==> config.mk <==
export PLATFORM = sky130hd
export DESIGN_NAME = pifo_queue
export DESIGN_NICKNAME = d
export VERILOG_FILES = /design/src/hw/pifo_pkg.sv /design/src/hw/pifo_queue.sv /design/src/hw/pifo_cell.sv /design/src/hw/pifo_ctrl.sv
export VERILOG_INCLUDE_DIRS = /design/src /design/src/hw
export SDC_FILE = /design/constraint.sdc
export NUM_CORES = 1
export LEC_CHECK = 0
export ABC_CLOCK_PERIOD_IN_PS = 4800
export BUFFER_PORTS_ARGS = -buffer_cell sky130_fd_sc_hd__buf_2
export CAP_MARGIN = 20
export CORE_ASPECT_RATIO = 1.2
export CORE_MARGIN = 8
export CORE_UTILIZATION = 55
export CTS_CLUSTER_SIZE = 12
export DETAILED_ROUTE_END_ITERATION = 6
export PLACE_DENSITY = 0.75
export SYNTH_ARGS = -nofsm -noshare
export SYNTH_HDL_FRONTEND = slang
export SYNTH_SLANG_ARGS = --single-unit
==> constraint.sdc <==
create_clock -name clk -period 4.8 [get_ports clk]
set_input_delay 0.72 -clock clk [delete_from_list [all_inputs] [get_ports clk]]
set_output_delay 0.72 -clock clk [all_outputs]
set_load 0.1 [all_outputs]
==> src/hw/pifo_params.svh <==
`ifndef PIFO_PARAMS_SVH
`define PIFO_PARAMS_SVH

// Rank carried with every entry, lower ranks leave first
`define PIFO_RANK_WIDTH 10

// Metadata word, passed through untouched
`define PIFO_META_WIDTH 10

// Number of sorting cells as a power of two
`define PIFO_L2_DEPTH 3

// Cell count of the systolic array
`define PIFO_DEPTH (1 << `PIFO_L2_DEPTH)

`endif
==> src/hw/pifo_pkg.sv <==
`default_nettype none

`include "pifo_params.svh"

package pifo_pkg;

	// Scheduling rank, compared unsigned
	typedef logic [`PIFO_RANK_WIDTH-1:0] rank_t;

	// Opaque payload that follows its rank through the array
	typedef logic [`PIFO_META_WIDTH-1:0] meta_t;

	// One extra bit so a full array can be counted
	typedef logic [`PIFO_L2_DEPTH:0] count_t;

	// Content of one sorting cell
	typedef struct packed
	{
		logic  valid;
		rank_t rank;
		meta_t meta;
	} pifo_entry_t;

	// Operation broadcast to every cell in a cycle
	// OP_REPLACE is a remove and an insert on the same edge
	typedef enum logic [1:0]
	{
		OP_IDLE    = 2'b00,
		OP_INSERT  = 2'b01,
		OP_REMOVE  = 2'b10,
		OP_REPLACE = 2'b11
	} pifo_op_e;

	// Operation plus the entry being inserted, if any
	typedef struct packed
	{
		pifo_op_e    op;
		pifo_entry_t entry;
	} cell_op_t;

endpackage

`default_nettype wire

==> src/hw/pifo_queue.sv <==
`timescale 1ns/1ps
`default_nettype none

`include "pifo_params.svh"

module pifo_queue
	import pifo_pkg::*;
(
	input  logic   clk,
	input  logic   rst,

	// Insert and remove strobes, one cycle each
	input  logic   insert,
	input  logic   remove,
	input  rank_t  rank_in,
	input  meta_t  meta_in,

	// Lowest rank entry, valid for one cycle after a remove
	output rank_t  rank_out,
	output meta_t  meta_out,
	output logic   valid_out,

	output count_t num_entries,
	output logic   full
);

	// Fills the missing neighbor at both ends of the array
	localparam pifo_entry_t EMPTY_ENTRY = '0;

	cell_op_t    op;
	pifo_entry_t head;
	pifo_entry_t cell_entry [`PIFO_DEPTH];

	pifo_ctrl u_ctrl
	(
		.clk         (clk),
		.rst         (rst),
		.insert      (insert),
		.remove      (remove),
		.rank_in     (rank_in),
		.meta_in     (meta_in),
		.head        (head),
		.op          (op),
		.rank_out    (rank_out),
		.meta_out    (meta_out),
		.valid_out   (valid_out),
		.num_entries (num_entries),
		.full        (full)
	);

	genvar i;
	generate
		for (i = 0; i < `PIFO_DEPTH; i++)
		begin : g_cell
			pifo_entry_t left;
			pifo_entry_t right;

			if (i == 0)
			begin : g_first
				assign left = EMPTY_ENTRY;
			end
			else
			begin : g_left
				assign left = cell_entry[i-1];
			end

			// Nothing shifts in behind the last cell
			if (i == `PIFO_DEPTH - 1)
			begin : g_last
				assign right = EMPTY_ENTRY;
			end
			else
			begin : g_right
				assign right = cell_entry[i+1];
			end

			pifo_cell
			#(
				.head_cell (i == 0)
			)
			u_cell
			(
				.clk   (clk),
				.rst   (rst),
				.op    (op),
				.left  (left),
				.right (right),
				.entry (cell_entry[i])
			);
		end
	endgenerate

	assign head = cell_entry[0];

endmodule

`default_nettype wire

==> src/hw/pifo_cell.sv <==
`timescale 1ns/1ps
`default_nettype none

`include "pifo_params.svh"

module pifo_cell
	import pifo_pkg::*;
#(
	parameter bit head_cell = 1'b0
)
(
	input  logic        clk,
	input  logic        rst,

	// Operation broadcast by the command front end
	input  cell_op_t    op,

	// Neighbors, left is closer to the head
	input  pifo_entry_t left,
	input  pifo_entry_t right,

	output pifo_entry_t entry
);

	pifo_entry_t new_entry;
	pifo_entry_t next_entry;
	logic        own_first;
	logic        left_first;
	logic        right_first;

	// True when e is valid and leaves no later than an entry of rank r
	function automatic logic leaves_first(input pifo_entry_t e, input rank_t r);
		return e.valid && (e.rank <= r);
	endfunction

	assign new_entry = op.entry;

	// Equal ranks count as first, so older entries stay ahead of new ones
	assign own_first = leaves_first(entry, new_entry.rank);
	assign right_first = leaves_first(right, new_entry.rank);

	// Nothing sits left of the head cell
	assign left_first = head_cell || leaves_first(left, new_entry.rank);

	always_comb
	begin
		case (op.op)
			OP_INSERT:
			begin
				// Entries ahead of the new one stay, the rest move one cell back
				if (own_first)
				begin
					next_entry = entry;
				end
				else if (left_first)
				begin
					next_entry = new_entry;
				end
				else
				begin
					next_entry = left;
				end
			end
			OP_REMOVE:
			begin
				// Everything shifts one cell toward the head
				next_entry = right;
			end
			OP_REPLACE:
			begin
				// Head leaves, so entries ahead of the new one shift forward
				if (right_first)
				begin
					next_entry = right;
				end
				else if (head_cell || own_first)
				begin
					next_entry = new_entry;
				end
				else
				begin
					next_entry = entry;
				end
			end
			default:
			begin
				next_entry = entry;
			end
		endcase
	end

	always_ff @(posedge clk)
	begin
		if (rst)
		begin
			entry <= '0;
		end
		else
		begin
			entry <= next_entry;
		end
	end

	// Array stays packed toward the head and sorted by rank
	if (!head_cell)
	begin : g_order_check
		assert property (@(posedge clk) disable iff (rst)
			entry.valid |-> (left.valid && (left.rank <= entry.rank)))
			else $error("pifo_cell: rank %0d behind left rank %0d", entry.rank, left.rank);
	end

endmodule

`default_nettype wire

==> src/hw/pifo_ctrl.sv <==
`timescale 1ns/1ps
`default_nettype none

`include "pifo_params.svh"

module pifo_ctrl
	import pifo_pkg::*;
(
	input  logic        clk,
	input  logic        rst,

	// User commands
	input  logic        insert,
	input  logic        remove,
	input  rank_t       rank_in,
	input  meta_t       meta_in,

	// Entry currently held by cell 0
	input  pifo_entry_t head,

	// Broadcast to the cell array
	output cell_op_t    op,

	// Drained head entry
	output rank_t       rank_out,
	output meta_t       meta_out,
	output logic        valid_out,

	// Status
	output count_t      num_entries,
	output logic        full
);

	localparam count_t DEPTH = count_t'(`PIFO_DEPTH);

	count_t      count;
	count_t      count_next;
	logic        count_zero;
	logic        ins_ok;
	logic        rmv_ok;
	pifo_op_e    op_sel;
	pifo_entry_t new_entry;

	assign count_zero = (count == '0);

	// A remove needs something to remove
	assign rmv_ok = remove && !count_zero;

	// An insert on a full queue only goes in when the head leaves on the same edge
	assign ins_ok = insert && (!full || remove);

	// Entry offered to the cells, marked valid only when the insert is taken
	always_comb
	begin
		new_entry.valid = ins_ok;
		new_entry.rank = rank_in;
		new_entry.meta = meta_in;
	end

	// Pick the operation for this cycle
	always_comb
	begin
		case ({ins_ok, rmv_ok})
			2'b10:
			begin
				op_sel = OP_INSERT;
			end
			2'b01:
			begin
				op_sel = OP_REMOVE;
			end
			2'b11:
			begin
				op_sel = OP_REPLACE;
			end
			default:
			begin
				op_sel = OP_IDLE;
			end
		endcase
	end

	always_comb
	begin
		op.op = op_sel;
		op.entry = new_entry;
	end

	// Replace leaves the count alone
	always_comb
	begin
		case (op_sel)
			OP_INSERT:
			begin
				count_next = count + count_t'(1);
			end
			OP_REMOVE:
			begin
				count_next = count - count_t'(1);
			end
			default:
			begin
				count_next = count;
			end
		endcase
	end

	always_ff @(posedge clk)
	begin
		if (rst)
		begin
			count <= '0;
			full <= 1'b0;
		end
		else
		begin
			count <= count_next;
			full <= (count_next == DEPTH);
		end
	end

	assign num_entries = count;

	// One cycle pulse for every accepted remove
	always_ff @(posedge clk)
	begin
		if (rst)
		begin
			valid_out <= 1'b0;
		end
		else
		begin
			valid_out <= rmv_ok;
		end
	end

	// Head is captured before the array shifts, and held until the next remove
	always_ff @(posedge clk)
	begin
		if (rmv_ok)
		begin
			rank_out <= head.rank;
			meta_out <= head.meta;
		end
	end

	// Count bookkeeping never runs past the array size
	assert property (@(posedge clk) disable iff (rst) count <= DEPTH)
		else $error("pifo_ctrl: count %0d above depth", count);

	// Count and cell contents agree about an empty queue
	assert property (@(posedge clk) disable iff (rst) !count_zero |-> head.valid)
		else $error("pifo_ctrl: count %0d but head cell is empty", count);

endmodule

`default_nettype wire

==> results of run 1 <==
==> routing by layer <==
layer,part of all wire,track usage,vias up
met3,0.079,0.0467,116
met5,0,0,-
met4,0.032,0.130,0
li1,-,-,5975
met2,0.49,0.465,666
met1,0.40,0.331,6067
==> through the flow <==
stage / power (mW) / utilization
finish: 9.96 / 0.600
global route: 10.6 / 0.600
CTS: 9.85 / 0.600
detailed placement: 8.45 / 0.576
global placement: 8.29 / 0.576
floorplan: 7.20 / -
==> state kept, by name, indices dropped and copies added (netlist names) <==
register and count:
u_ctrl.rank_out 10, u_ctrl.full 1, u_ctrl.valid_out 1, u_ctrl.num_entries 4, g_cell.u_cell.entry 168, u_ctrl.meta_out 10
==> cell usage in the layout (no fill, tap or decap), types with 7 or more instances in the layout <==
master                        n
sky130_fd_sc_hd__nor2_1      62
sky130_fd_sc_hd__a21oi_1    105
sky130_fd_sc_hd__a31oi_1     22
sky130_fd_sc_hd__buf_2       48
sky130_fd_sc_hd__o22ai_1     34
sky130_fd_sc_hd__a211o_1     15
sky130_fd_sc_hd__a32o_1      18
sky130_fd_sc_hd__a311oi_1     9
sky130_fd_sc_hd__o21ai_1     34
sky130_fd_sc_hd__buf_4       51
sky130_fd_sc_hd__mux2i_1     32
sky130_fd_sc_hd__clkbuf_16   17
sky130_fd_sc_hd__edfxtp_1    20
sky130_fd_sc_hd__nand2b_1    13
sky130_fd_sc_hd__a221oi_1   101
sky130_fd_sc_hd__a221oi_2    15
sky130_fd_sc_hd__mux2_1      11
sky130_fd_sc_hd__and2_1       7
sky130_fd_sc_hd__a21o_1      13
sky130_fd_sc_hd__o21a_1      31
sky130_fd_sc_hd__o221a_1      9
sky130_fd_sc_hd__nand2_1     83
sky130_fd_sc_hd__a22oi_1     22
sky130_fd_sc_hd__ha_1        85
sky130_fd_sc_hd__nand4_1     11
sky130_fd_sc_hd__dfxtp_1    174
sky130_fd_sc_hd__mux2_2      41
sky130_fd_sc_hd__nand3_1     22
sky130_fd_sc_hd__o21ai_0    146
sky130_fd_sc_hd__a211oi_1    11
sky130_fd_sc_hd__o211ai_1    19
sky130_fd_sc_hd__a2bb2oi_1   14
sky130_fd_sc_hd__inv_1       68
sky130_fd_sc_hd__nor3_1      48
sky130_fd_sc_hd__a221o_1     13
==> synth_stat cells (13+ instances only) <==
cell | n | share of area
sky130_fd_sc_hd__a21o_1 | 13 | 0.0073
sky130_fd_sc_hd__o211ai_1 | 19 | 0.011
sky130_fd_sc_hd__a21oi_1 | 105 | 0.040
sky130_fd_sc_hd__nand2_1 | 83 | 0.023
sky130_fd_sc_hd__o21ai_1 | 34 | 0.013
sky130_fd_sc_hd__o21a_1 | 31 | 0.018
sky130_fd_sc_hd__nor2_1 | 64 | 0.018
sky130_fd_sc_hd__a221oi_1 | 101 | 0.067
sky130_fd_sc_hd__a32o_1 | 18 | 0.014
sky130_fd_sc_hd__buf_2 | 33 | 0.012
sky130_fd_sc_hd__o22ai_1 | 34 | 0.016
sky130_fd_sc_hd__mux2_2 | 41 | 0.035
sky130_fd_sc_hd__ha_1 | 86 | 0.081
sky130_fd_sc_hd__nand3_1 | 22 | 0.0083
sky130_fd_sc_hd__clkbuf_1 | 84 | 0.024
sky130_fd_sc_hd__a22oi_1 | 22 | 0.012
sky130_fd_sc_hd__nor3_1 | 48 | 0.018
sky130_fd_sc_hd__nand2b_1 | 14 | 0.0066
sky130_fd_sc_hd__a211o_1 | 15 | 0.0099
sky130_fd_sc_hd__dfxtp_1 | 174 | 0.26
sky130_fd_sc_hd__a221o_1 | 13 | 0.0098
sky130_fd_sc_hd__a31oi_1 | 22 | 0.010
sky130_fd_sc_hd__mux2i_1 | 32 | 0.024
sky130_fd_sc_hd__a2bb2oi_1 | 14 | 0.0092
sky130_fd_sc_hd__o21ai_0 | 146 | 0.055
sky130_fd_sc_hd__a221oi_2 | 15 | 0.017
sky130_fd_sc_hd__inv_1 | 68 | 0.019
sky130_fd_sc_hd__edfxtp_1 | 20 | 0.045
==> worst max-delay path: stages <==
cell and delay, ps:
sky130_fd_sc_hd__buf_2 160, sky130_fd_sc_hd__inv_1 180, sky130_fd_sc_hd__buf_4 220, sky130_fd_sc_hd__ha_1 300, sky130_fd_sc_hd__nand4_1 170, sky130_fd_sc_hd__a211o_1 330, sky130_fd_sc_hd__o2111ai_1 100, sky130_fd_sc_hd__buf_4 230
sky130_fd_sc_hd__nand2_1 380, sky130_fd_sc_hd__nor2_2 720, sky130_fd_sc_hd__a22oi_1 160, sky130_fd_sc_hd__a221oi_1 340
==> power breakdown <==
| part | switching, mW | total (mW) | internal [mW] | leakage (nW) |
|---|---|---|---|---|
| Clock | 0.702 | 1.40 | 0.697 | 0.269 |
| Combinational | 3.60 | 5.69 | 2.09 | 3.59 |
| Sequential | 0.580 | 2.87 | 2.29 | 1.63 |
==> cell families after synthesis <==
group           after synthesis  share of synthesized area
buf+inv                     209                     0.0677
compound gates              681                      0.369
flops                       194                      0.307
mux                          87                     0.0716
xor+xnor                      4                    0.00264
fa+ha+maj                    87                     0.0825
simple gates                277                     0.0992
==> final cells by class <==
cell class,instances,area [µm²]
Clock buffer,19,443
Inverter,71,267
Multi-Input combinational cell,1136,8320
Clock inverter,13,121
Timing Repair Buffer,100,643
Sequential cell,194,4080
Tap cell,320,400
Fill cell,2085,9540
==> final timing paths <==
path                             startpoint                    endpoint  depth (start not counted)
setup reg to reg      u_ctrl.num_entries[0]  g_cell[4].u_cell.entry[16]                         10
setup / recovery                 rank_in[3]   g_cell[5].u_cell.entry[5]                         12
hold / removal    g_cell[0].u_cell.entry[5]          u_ctrl.meta_out[5]                          0
hold reg to reg   g_cell[0].u_cell.entry[5]          u_ctrl.meta_out[5]                          0
==> flow_results.xml, run 1 <==
<?xml version="1.0" encoding="UTF-8"?>
<metrics>
  <group name="setup_path">
    <metric name="critical_path.startpoint_type" unit="">input pin</metric>
    <metric name="r2r_slack" unit="ps">1200</metric>
    <metric name="critical_path_rt" unit="ps">5140</metric>
    <metric name="cp_data_arrival_time" unit="ps">4030</metric>
    <metric name="worstPathMaxFanout" unit="">16</metric>
    <metric name="setup.worst_path.class" unit="">input pin to register</metric>
    <metric name="kind_of_end_point_of_the_critical_path" unit="">register</metric>
  </group>
  <group name="floorplan">
    <metric name="die_h" unit="µm">186</metric>
    <metric name="floorplan.rows" unit="">62</metric>
    <metric name="die-width" unit="µm">158</metric>
    <metric name="io_pins" unit="">50</metric>
    <metric name="initial_utilization" unit="">0.558</metric>
    <metric name="core-area" unit="µm²">23800</metric>
    <metric name="area_of_the_die" unit="µm²">29400</metric>
  </group>
  <group name="sta">
    <metric name="fmax" unit="GHz">0.271</metric>
    <metric name="slew_violations" unit="">0</metric>
    <metric name="final_period_util" unit="">0.769</metric>
    <metric name="rsz0062_at_grt" unit="">no</metric>
    <metric name="post-route-worst-setup-slack" unit="ps">1110</metric>
    <metric name="worst_pin_slew" unit="ps">871</metric>
    <metric name="relSlewSlack" unit="">0.420</metric>
    <metric name="timing.final.hold_violations" unit="">0</metric>
    <metric name="finalSetupViolCount" unit="">0</metric>
    <metric name="period_minus_slack" unit="ps">3690</metric>
    <metric name="setup-tns-final" unit="ps">0</metric>
    <metric name="clock_skew" unit="ps">16.9</metric>
    <metric name="fin_hold_ws" unit="ps">460</metric>
  </group>
  <group name="synthesis">
    <metric name="synth_area_per_cell" unit="µm²">8.63</metric>
    <metric name="synth_area" unit="µm²">13300</metric>
    <metric name="asyncSetResetFlopFracSynth" unit="">0</metric>
    <metric name="yosys_register_bits" unit="">194</metric>
    <metric name="synth_cell_type_count" unit="">84</metric>
    <metric name="synth-edff-count" unit="">20</metric>
    <metric name="postSynthNetCount" unit="">1650</metric>
    <metric name="postSynthCellCount" unit="">1539</metric>
    <metric name="yosys_warnings" unit="">0</metric>
    <metric name="ys_seq_area_frac" unit="">0.307</metric>
    <metric name="yosys_most_used_dff" unit="">sky130_fd_sc_hd__dfxtp_1</metric>
  </group>
  <group name="finish">
    <metric name="num_antenna_cells" unit="">0</metric>
    <metric name="final_design_area_no_fill" unit="µm²">14300</metric>
    <metric name="syn2layout_area_growth" unit="%">7.45</metric>
    <metric name="finish.net_count" unit="">1631</metric>
    <metric name="number_of_cells_in_the_finished_layout_apart_from_fillers" unit="">1853</metric>
    <metric name="final_layout_size_suffix_gt1_frac" unit="">0.146</metric>
  </group>
  <group name="clocking">
    <metric name="ctsHtreeMaxLevel" unit="">4</metric>
    <metric name="clk_pin_slew_worst_paths" unit="ps">70</metric>
    <metric name="cts_inserted_buffers" unit="">17</metric>
    <metric name="clock_sinks" unit="">194</metric>
    <metric name="cts_hold_buf" unit="">0</metric>
    <metric name="post_cts_resize_count" unit="">0</metric>
    <metric name="clk-insertion-delay-late" unit="ps">460</metric>
    <metric name="postCtsSetupBuffers" unit="">0</metric>
    <metric name="clock-root-buffer" unit="">sky130_fd_sc_hd__clkbuf_16</metric>
    <metric name="cts_tree" unit="">done</metric>
    <metric name="ctsLongestPathBuffers" unit="">2</metric>
  </group>
  <group name="place">
    <metric name="post_dp_cell_area" unit="µm²">13700</metric>
    <metric name="placement.io_buffers" unit="">49</metric>
    <metric name="gp_congestion" unit="">0.937</metric>
    <metric name="placement.setup.worst_slack" unit="ps">709</metric>
    <metric name="final_hpwl_dp" unit="mm">29.0</metric>
    <metric name="place_inst" unit="">1821</metric>
  </group>
  <group name="status">
    <metric name="outcome" unit="">complete, but fails checks</metric>
    <metric name="failed_checks" unit="">design-rule violations</metric>
  </group>
  <group name="route">
    <metric name="remaining_drc_errors" unit="">3</metric>
    <metric name="first_iter_violations" unit="">1342</metric>
    <metric name="drt.antenna.violating_nets" unit="">0</metric>
    <metric name="avgViaCountPerCell" unit="">6.92</metric>
    <metric name="firstDrtPassIters" unit="">7</metric>
    <metric name="avgRoutedWirePerCell" unit="µm">21.6</metric>
    <metric name="drt_total_wl" unit="mm">40.0</metric>
    <metric name="routed-via-count" unit="">12800</metric>
  </group>
  <group name="global_route">
    <metric name="grt_first_pass_wirelength" unit="mm">65.1</metric>
    <metric name="via_count_of_the_first_global_routing_pass" unit="">12400</metric>
    <metric name="grt_remaining_overflow" unit="">0</metric>
    <metric name="antenna_violations_before_repair" unit="">0</metric>
    <metric name="grtUsageTotal" unit="">0.273</metric>
    <metric name="grt_max_degree" unit="">72</metric>
  </group>
  <group name="pwr">
    <metric name="max-vdd-ir-drop" unit="mV">0.522</metric>
    <metric name="power_density" unit="nW/µm²">698</metric>
    <metric name="p_leak" unit="nW">5.49</metric>
  </group>
  <group name="run">
    <metric name="cap_violations" unit="">0</metric>
  </group>
  <group name="worst_hold_path">
    <metric name="holdCritPathClass" unit="">register to register</metric>
  </group>
</metrics>
No activity file was read; power rests on OpenSTA's default activity.
==> run 2: changes to the inputs <==
ABC_AREA = 1   (was default)
ABC_CLOCK_PERIOD_IN_PS = 3680   (was 4800)
clock period = 3.68 ns   (was 4.8 ns; I/O delays follow)
==> run 2 against run 1 <==
  * The flow still finishes with violations (design-rule violations)
  * Critical path depth shrank 1
  * Total power is 69% higher
  * Sequential power increased by 39%
  * Cell count rose by 63%
  * Clock skew decreased by 3.9 ps
  * First-iteration DRC count up 52%
  * Cell area grew 22%
  * Register-to-register slack lost 460 ps
  * Critical path type is now register to register
==> flow_results.xml, run 2 <==
<?xml version="1.0" encoding="UTF-8"?>
<metrics>
  <group name="clocking">
    <metric name="clk_pin_slew_worst_paths" unit="ps">70</metric>
    <metric name="postCtsSetupBuffers" unit="">0</metric>
    <metric name="ctsHtreeMaxLevel" unit="">4</metric>
    <metric name="cts_hold_buf" unit="">0</metric>
    <metric name="cts_tree" unit="">done</metric>
    <metric name="clock-root-buffer" unit="">sky130_fd_sc_hd__clkbuf_16</metric>
    <metric name="clock_sinks" unit="">194</metric>
    <metric name="post_cts_resize_count" unit="">0</metric>
    <metric name="clk-insertion-delay-late" unit="ps">460</metric>
    <metric name="cts_inserted_buffers" unit="">17</metric>
    <metric name="ctsLongestPathBuffers" unit="">2</metric>
  </group>
  <group name="setup_path">
    <metric name="critical_path.startpoint_type" unit="">register</metric>
    <metric name="timing.rr.end" unit="">g_cell[2].u_cell.entry[12]</metric>
    <metric name="critical-path-top-cell-by-count" unit="">sky130_fd_sc_hd__nand2_1</metric>
    <metric name="worst_path_dominant_cell_family" unit="">simple AND/OR/NAND/NOR gates</metric>
    <metric name="critPathCapture" unit="">g_cell[2].u_cell.entry[12]</metric>
    <metric name="worstPathCellList" unit="">nor2_1, nand2_1, nand2_8, inv_2, ha_2, nand2_2, buf_4, o21ai_0, nand3b_1, nand2_1, inv_1</metric>
    <metric name="kind_of_end_point_of_the_critical_path" unit="">register</metric>
    <metric name="critical_path.n_buffers_inverters" unit="">3</metric>
    <metric name="worst_path_max_delay_cell" unit="">sky130_fd_sc_hd__ha_2</metric>
    <metric name="delay_of_the_slowest_cell_on_the_worst_path" unit="ps">460</metric>
    <metric name="critical_path_rt" unit="ps">4080</metric>
    <metric name="cp_data_arrival_time" unit="ps">3350</metric>
    <metric name="worstPathMaxFanout" unit="">47</metric>
    <metric name="setup.worst_path.start" unit="">u_ctrl.num_entries[0]</metric>
    <metric name="setup.worst_path.class" unit="">register to register</metric>
    <metric name="r2r-start" unit="">u_ctrl.num_entries[0]</metric>
    <metric name="timing.critical_path.depth" unit="">11</metric>
    <metric name="ff2ff_path_depth" unit="">11</metric>
    <metric name="r2r_slack" unit="ps">740</metric>
  </group>
  <group name="floorplan">
    <metric name="initial_utilization" unit="">0.557</metric>
    <metric name="floorplan.rows" unit="">69</metric>
    <metric name="core-area" unit="µm²">29500</metric>
    <metric name="die_h" unit="µm">206</metric>
    <metric name="area_of_the_die" unit="µm²">35700</metric>
    <metric name="die-width" unit="µm">174</metric>
    <metric name="io_pins" unit="">50</metric>
  </group>
  <group name="synthesis">
    <metric name="yosys.area_share.simple" unit="">0.394</metric>
    <metric name="synth_area_per_cell" unit="µm²">6.10</metric>
    <metric name="yosys-top-cells-area" unit="">sky130_fd_sc_hd__dfxtp_1 21%, sky130_fd_sc_hd__nand3_1 17%, sky130_fd_sc_hd__nand2_1 15%</metric>
    <metric name="ys_seq_area_frac" unit="">0.248</metric>
    <metric name="yosys.area_share.adder" unit="">0.0666</metric>
    <metric name="synth_cell_type_count" unit="">40</metric>
    <metric name="synth_area" unit="µm²">16500</metric>
    <metric name="synth-edff-count" unit="">20</metric>
    <metric name="synth_compound_area_frac" unit="">0.167</metric>
    <metric name="yosys_warnings" unit="">0</metric>
    <metric name="synth_common_cells" unit="">648 x sky130_fd_sc_hd__nand2_1, 567 x sky130_fd_sc_hd__nand3_1, 305 x sky130_fd_sc_hd__a21oi_1, 246 x sky130_fd_sc_hd__inv_1, 174 x sky130_fd_sc_hd__dfxtp_1</metric>
    <metric name="synth.area.mux_share" unit="">0.000608</metric>
    <metric name="synth_top_family_by_area" unit="">simple AND/OR/NAND/NOR gates</metric>
    <metric name="synthXorXnorAreaFrac" unit="">0.00213</metric>
    <metric name="postSynthCellCount" unit="">2697</metric>
    <metric name="synth_most_common_cell" unit="">sky130_fd_sc_hd__nand2_1</metric>
    <metric name="yosysTopAreaCell" unit="">sky130_fd_sc_hd__dfxtp_1</metric>
    <metric name="synth_top_cell_area_share" unit="">0.212</metric>
    <metric name="yosys_register_bits" unit="">194</metric>
    <metric name="yosys_most_used_dff" unit="">sky130_fd_sc_hd__dfxtp_1</metric>
    <metric name="asyncSetResetFlopFracSynth" unit="">0</metric>
    <metric name="postSynthNetCount" unit="">2808</metric>
  </group>
  <group name="route">
    <metric name="routed-via-count" unit="">18200</metric>
    <metric name="firstDrtPassIters" unit="">7</metric>
    <metric name="avgRoutedWirePerCell" unit="µm">18.1</metric>
    <metric name="drt_total_wl" unit="mm">54.6</metric>
    <metric name="drt.antenna.violating_nets" unit="">0</metric>
    <metric name="avgViaCountPerCell" unit="">6.04</metric>
    <metric name="remaining_drc_errors" unit="">1</metric>
    <metric name="first_iter_violations" unit="">2034</metric>
  </group>
  <group name="global_route">
    <metric name="grt_first_pass_wirelength" unit="mm">88.6</metric>
    <metric name="grt_remaining_overflow" unit="">0</metric>
    <metric name="grt_max_degree" unit="">96</metric>
    <metric name="grtUsageTotal" unit="">0.300</metric>
    <metric name="via_count_of_the_first_global_routing_pass" unit="">17000</metric>
    <metric name="antenna_violations_before_repair" unit="">8</metric>
  </group>
  <group name="worst_hold_path">
    <metric name="holdCritPathClass" unit="">register to register</metric>
    <metric name="number_of_instances_on_the_worst_hold_path" unit="">0</metric>
  </group>
  <group name="pwr">
    <metric name="power_share_of_the_combinational_group" unit="">0.650</metric>
    <metric name="power_density" unit="nW/µm²">971</metric>
    <metric name="power.share.clock" unit="">0.113</metric>
    <metric name="sequentialPowerShare" unit="">0.236</metric>
    <metric name="power_switching_share" unit="">0.552</metric>
    <metric name="totalPowerFinal" unit="mW">16.8</metric>
    <metric name="max-vdd-ir-drop" unit="mV">0.674</metric>
    <metric name="p_leak" unit="nW">8.14</metric>
    <metric name="netSwitchingPower" unit="mW">9.30</metric>
    <metric name="internal-power" unit="mW">7.55</metric>
  </group>
  <group name="status">
    <metric name="outcome" unit="">complete, but fails checks</metric>
    <metric name="failed_checks" unit="">design-rule violations</metric>
  </group>
  <group name="place">
    <metric name="post_dp_cell_area" unit="µm²">16700</metric>
    <metric name="final_hpwl_dp" unit="mm">35.3</metric>
    <metric name="gp_congestion" unit="">0.931</metric>
    <metric name="placement.io_buffers" unit="">49</metric>
  </group>
  <group name="run">
    <metric name="cap_violations" unit="">0</metric>
  </group>
  <group name="finish">
    <metric name="largest_reg_flops" unit="">168</metric>
    <metric name="finish.net_count" unit="">2712</metric>
    <metric name="syn2layout_area_growth" unit="%">5.47</metric>
    <metric name="mostFrequentLayoutCells" unit="">647 x sky130_fd_sc_hd__nand2_1, 567 x sky130_fd_sc_hd__nand3_1, 305 x sky130_fd_sc_hd__a21oi_1</metric>
    <metric name="final_design_area_no_fill" unit="µm²">17400</metric>
    <metric name="fillCellCount" unit="">2938</metric>
    <metric name="mostFrequentLayoutCell" unit="">sky130_fd_sc_hd__nand2_1</metric>
    <metric name="max_flop_register" unit="">g_cell.u_cell.entry</metric>
    <metric name="biggestRegsByFlops" unit="">g_cell.u_cell.entry: 168 flops, u_ctrl.meta_out: 10 flops, u_ctrl.rank_out: 10 flops</metric>
    <metric name="final_layout_size_suffix_gt1_frac" unit="">0.0777</metric>
  </group>
  <group name="sta">
    <metric name="relSlewSlack" unit="">0.284</metric>
    <metric name="rsz0062_at_grt" unit="">no</metric>
    <metric name="period_minus_slack" unit="ps">2940</metric>
    <metric name="fmax" unit="GHz">0.340</metric>
    <metric name="final_period_util" unit="">0.800</metric>
    <metric name="timing.final.hold_violations" unit="">0</metric>
    <metric name="clock_skew" unit="ps">13.0</metric>
    <metric name="fin_hold_ws" unit="ps">463</metric>
    <metric name="slew_violations" unit="">0</metric>
    <metric name="finalSetupViolCount" unit="">0</metric>
    <metric name="worst_pin_slew" unit="ps">1070</metric>
    <metric name="setup-tns-final" unit="ps">0</metric>
  </group>
</metrics>
-- run 2: changes by cell type after synthesis, moves of 41 or more --
cell	change
sky130_fd_sc_hd__a221oi_1	-101
sky130_fd_sc_hd__a21oi_1	+200
sky130_fd_sc_hd__nor3_1	-46
sky130_fd_sc_hd__nand3b_1	+66
sky130_fd_sc_hd__nand2_1	+565
sky130_fd_sc_hd__nand3_1	+545
sky130_fd_sc_hd__inv_1	+178
sky130_fd_sc_hd__mux2_2	-41
-- run 2: routing by layer --
layer | vias to the layer above | GRT usage | wire length, µm
met5 | - | 0 | 0
met3 | 128 | 0.0464 | 5250
met4 | 0 | 0.158 | 2230
met1 | 8299 | 0.373 | 22300
met2 | 951 | 0.497 | 24900
li1 | 8818 | - | -
-- run 2: worst register-to-register path, stage by stage, from the launching register on --
cell                       delay, ps
sky130_fd_sc_hd__dfxtp_1         440
sky130_fd_sc_hd__nor2_1           70
sky130_fd_sc_hd__nand2_1         160
sky130_fd_sc_hd__nand2_8         230
sky130_fd_sc_hd__inv_2           170
sky130_fd_sc_hd__ha_2            460
sky130_fd_sc_hd__nand2_2         470
sky130_fd_sc_hd__buf_4           430
sky130_fd_sc_hd__o21ai_0         220
sky130_fd_sc_hd__nand3b_1        140
sky130_fd_sc_hd__nand2_1          60
sky130_fd_sc_hd__inv_1            40
-- run 2: metrics by stage --
stage / instances / setup WS [ps] / utilization
final: 3012 / 736 / 0.588
after global routing: 3012 / 556 / 0.588
after CTS: 3003 / 654 / 0.586
after detailed placement: 2971 / 444 / 0.567
after global placement: 2971 / 484 / 0.567
after floorplan: 2697 / 40.4 / -
-- run 2: worst min path at each step --
stage	start	endpoint	slack, ps
floorplan	g_cell[0].u_cell.entry[0]	u_ctrl.meta_out[0]	430
global placement	g_cell[0].u_cell.entry[0]	u_ctrl.meta_out[0]	440
detailed placement	g_cell[0].u_cell.entry[0]	u_ctrl.meta_out[0]	450
CTS	g_cell[0].u_cell.entry[0]	u_ctrl.meta_out[0]	460
global route	g_cell[0].u_cell.entry[0]	u_ctrl.meta_out[0]	470
finish	g_cell[0].u_cell.entry[0]	u_ctrl.meta_out[0]	460
-- run 2: cell families (layout without fill, tap and decap cells) --
kind of cell               Yosys count  count (layout)
AOI/OAI and AO/OA                  522             522
xor gates and xnor gates             4               4
adders and majority gates           87              87
buffers and inverters              479             396
DFF                                194             194
muxes                                1               1
other                                0               8
and+or+nand+nor                   1410            1410
-- run 2: power groups by stage --
stage | Clock, mW | Sequential [mW] | Combinational (mW)
floorplan | 0 | 4.53 | 7.71
finish | 1.91 | 3.98 | 11.0
global placement | 0 | 3.96 | 10.5
detailed placement | 0 | 4.00 | 10.7
CTS | 1.92 | 3.95 | 10.8
global route | 2.01 | 4.09 | 12.2
-- run 2: layout make-up --
| class | count | area [µm²] | share of cell area |
|---|---|---|---|
| Clock inverter | 13 | 124 | 0.00714 |
| Sequential cell | 194 | 4080 | 0.235 |
| Inverter | 255 | 960 | 0.0553 |
| Clock buffer | 19 | 443 | 0.0255 |
| Timing Repair Buffer | 109 | 843 | 0.0486 |
| Tap cell | 390 | 488 | 0.0281 |
| Antenna cell | 8 | 20.0 | 0.00115 |
| Multi-Input combinational cell | 2024 | 10400 | 0.599 |
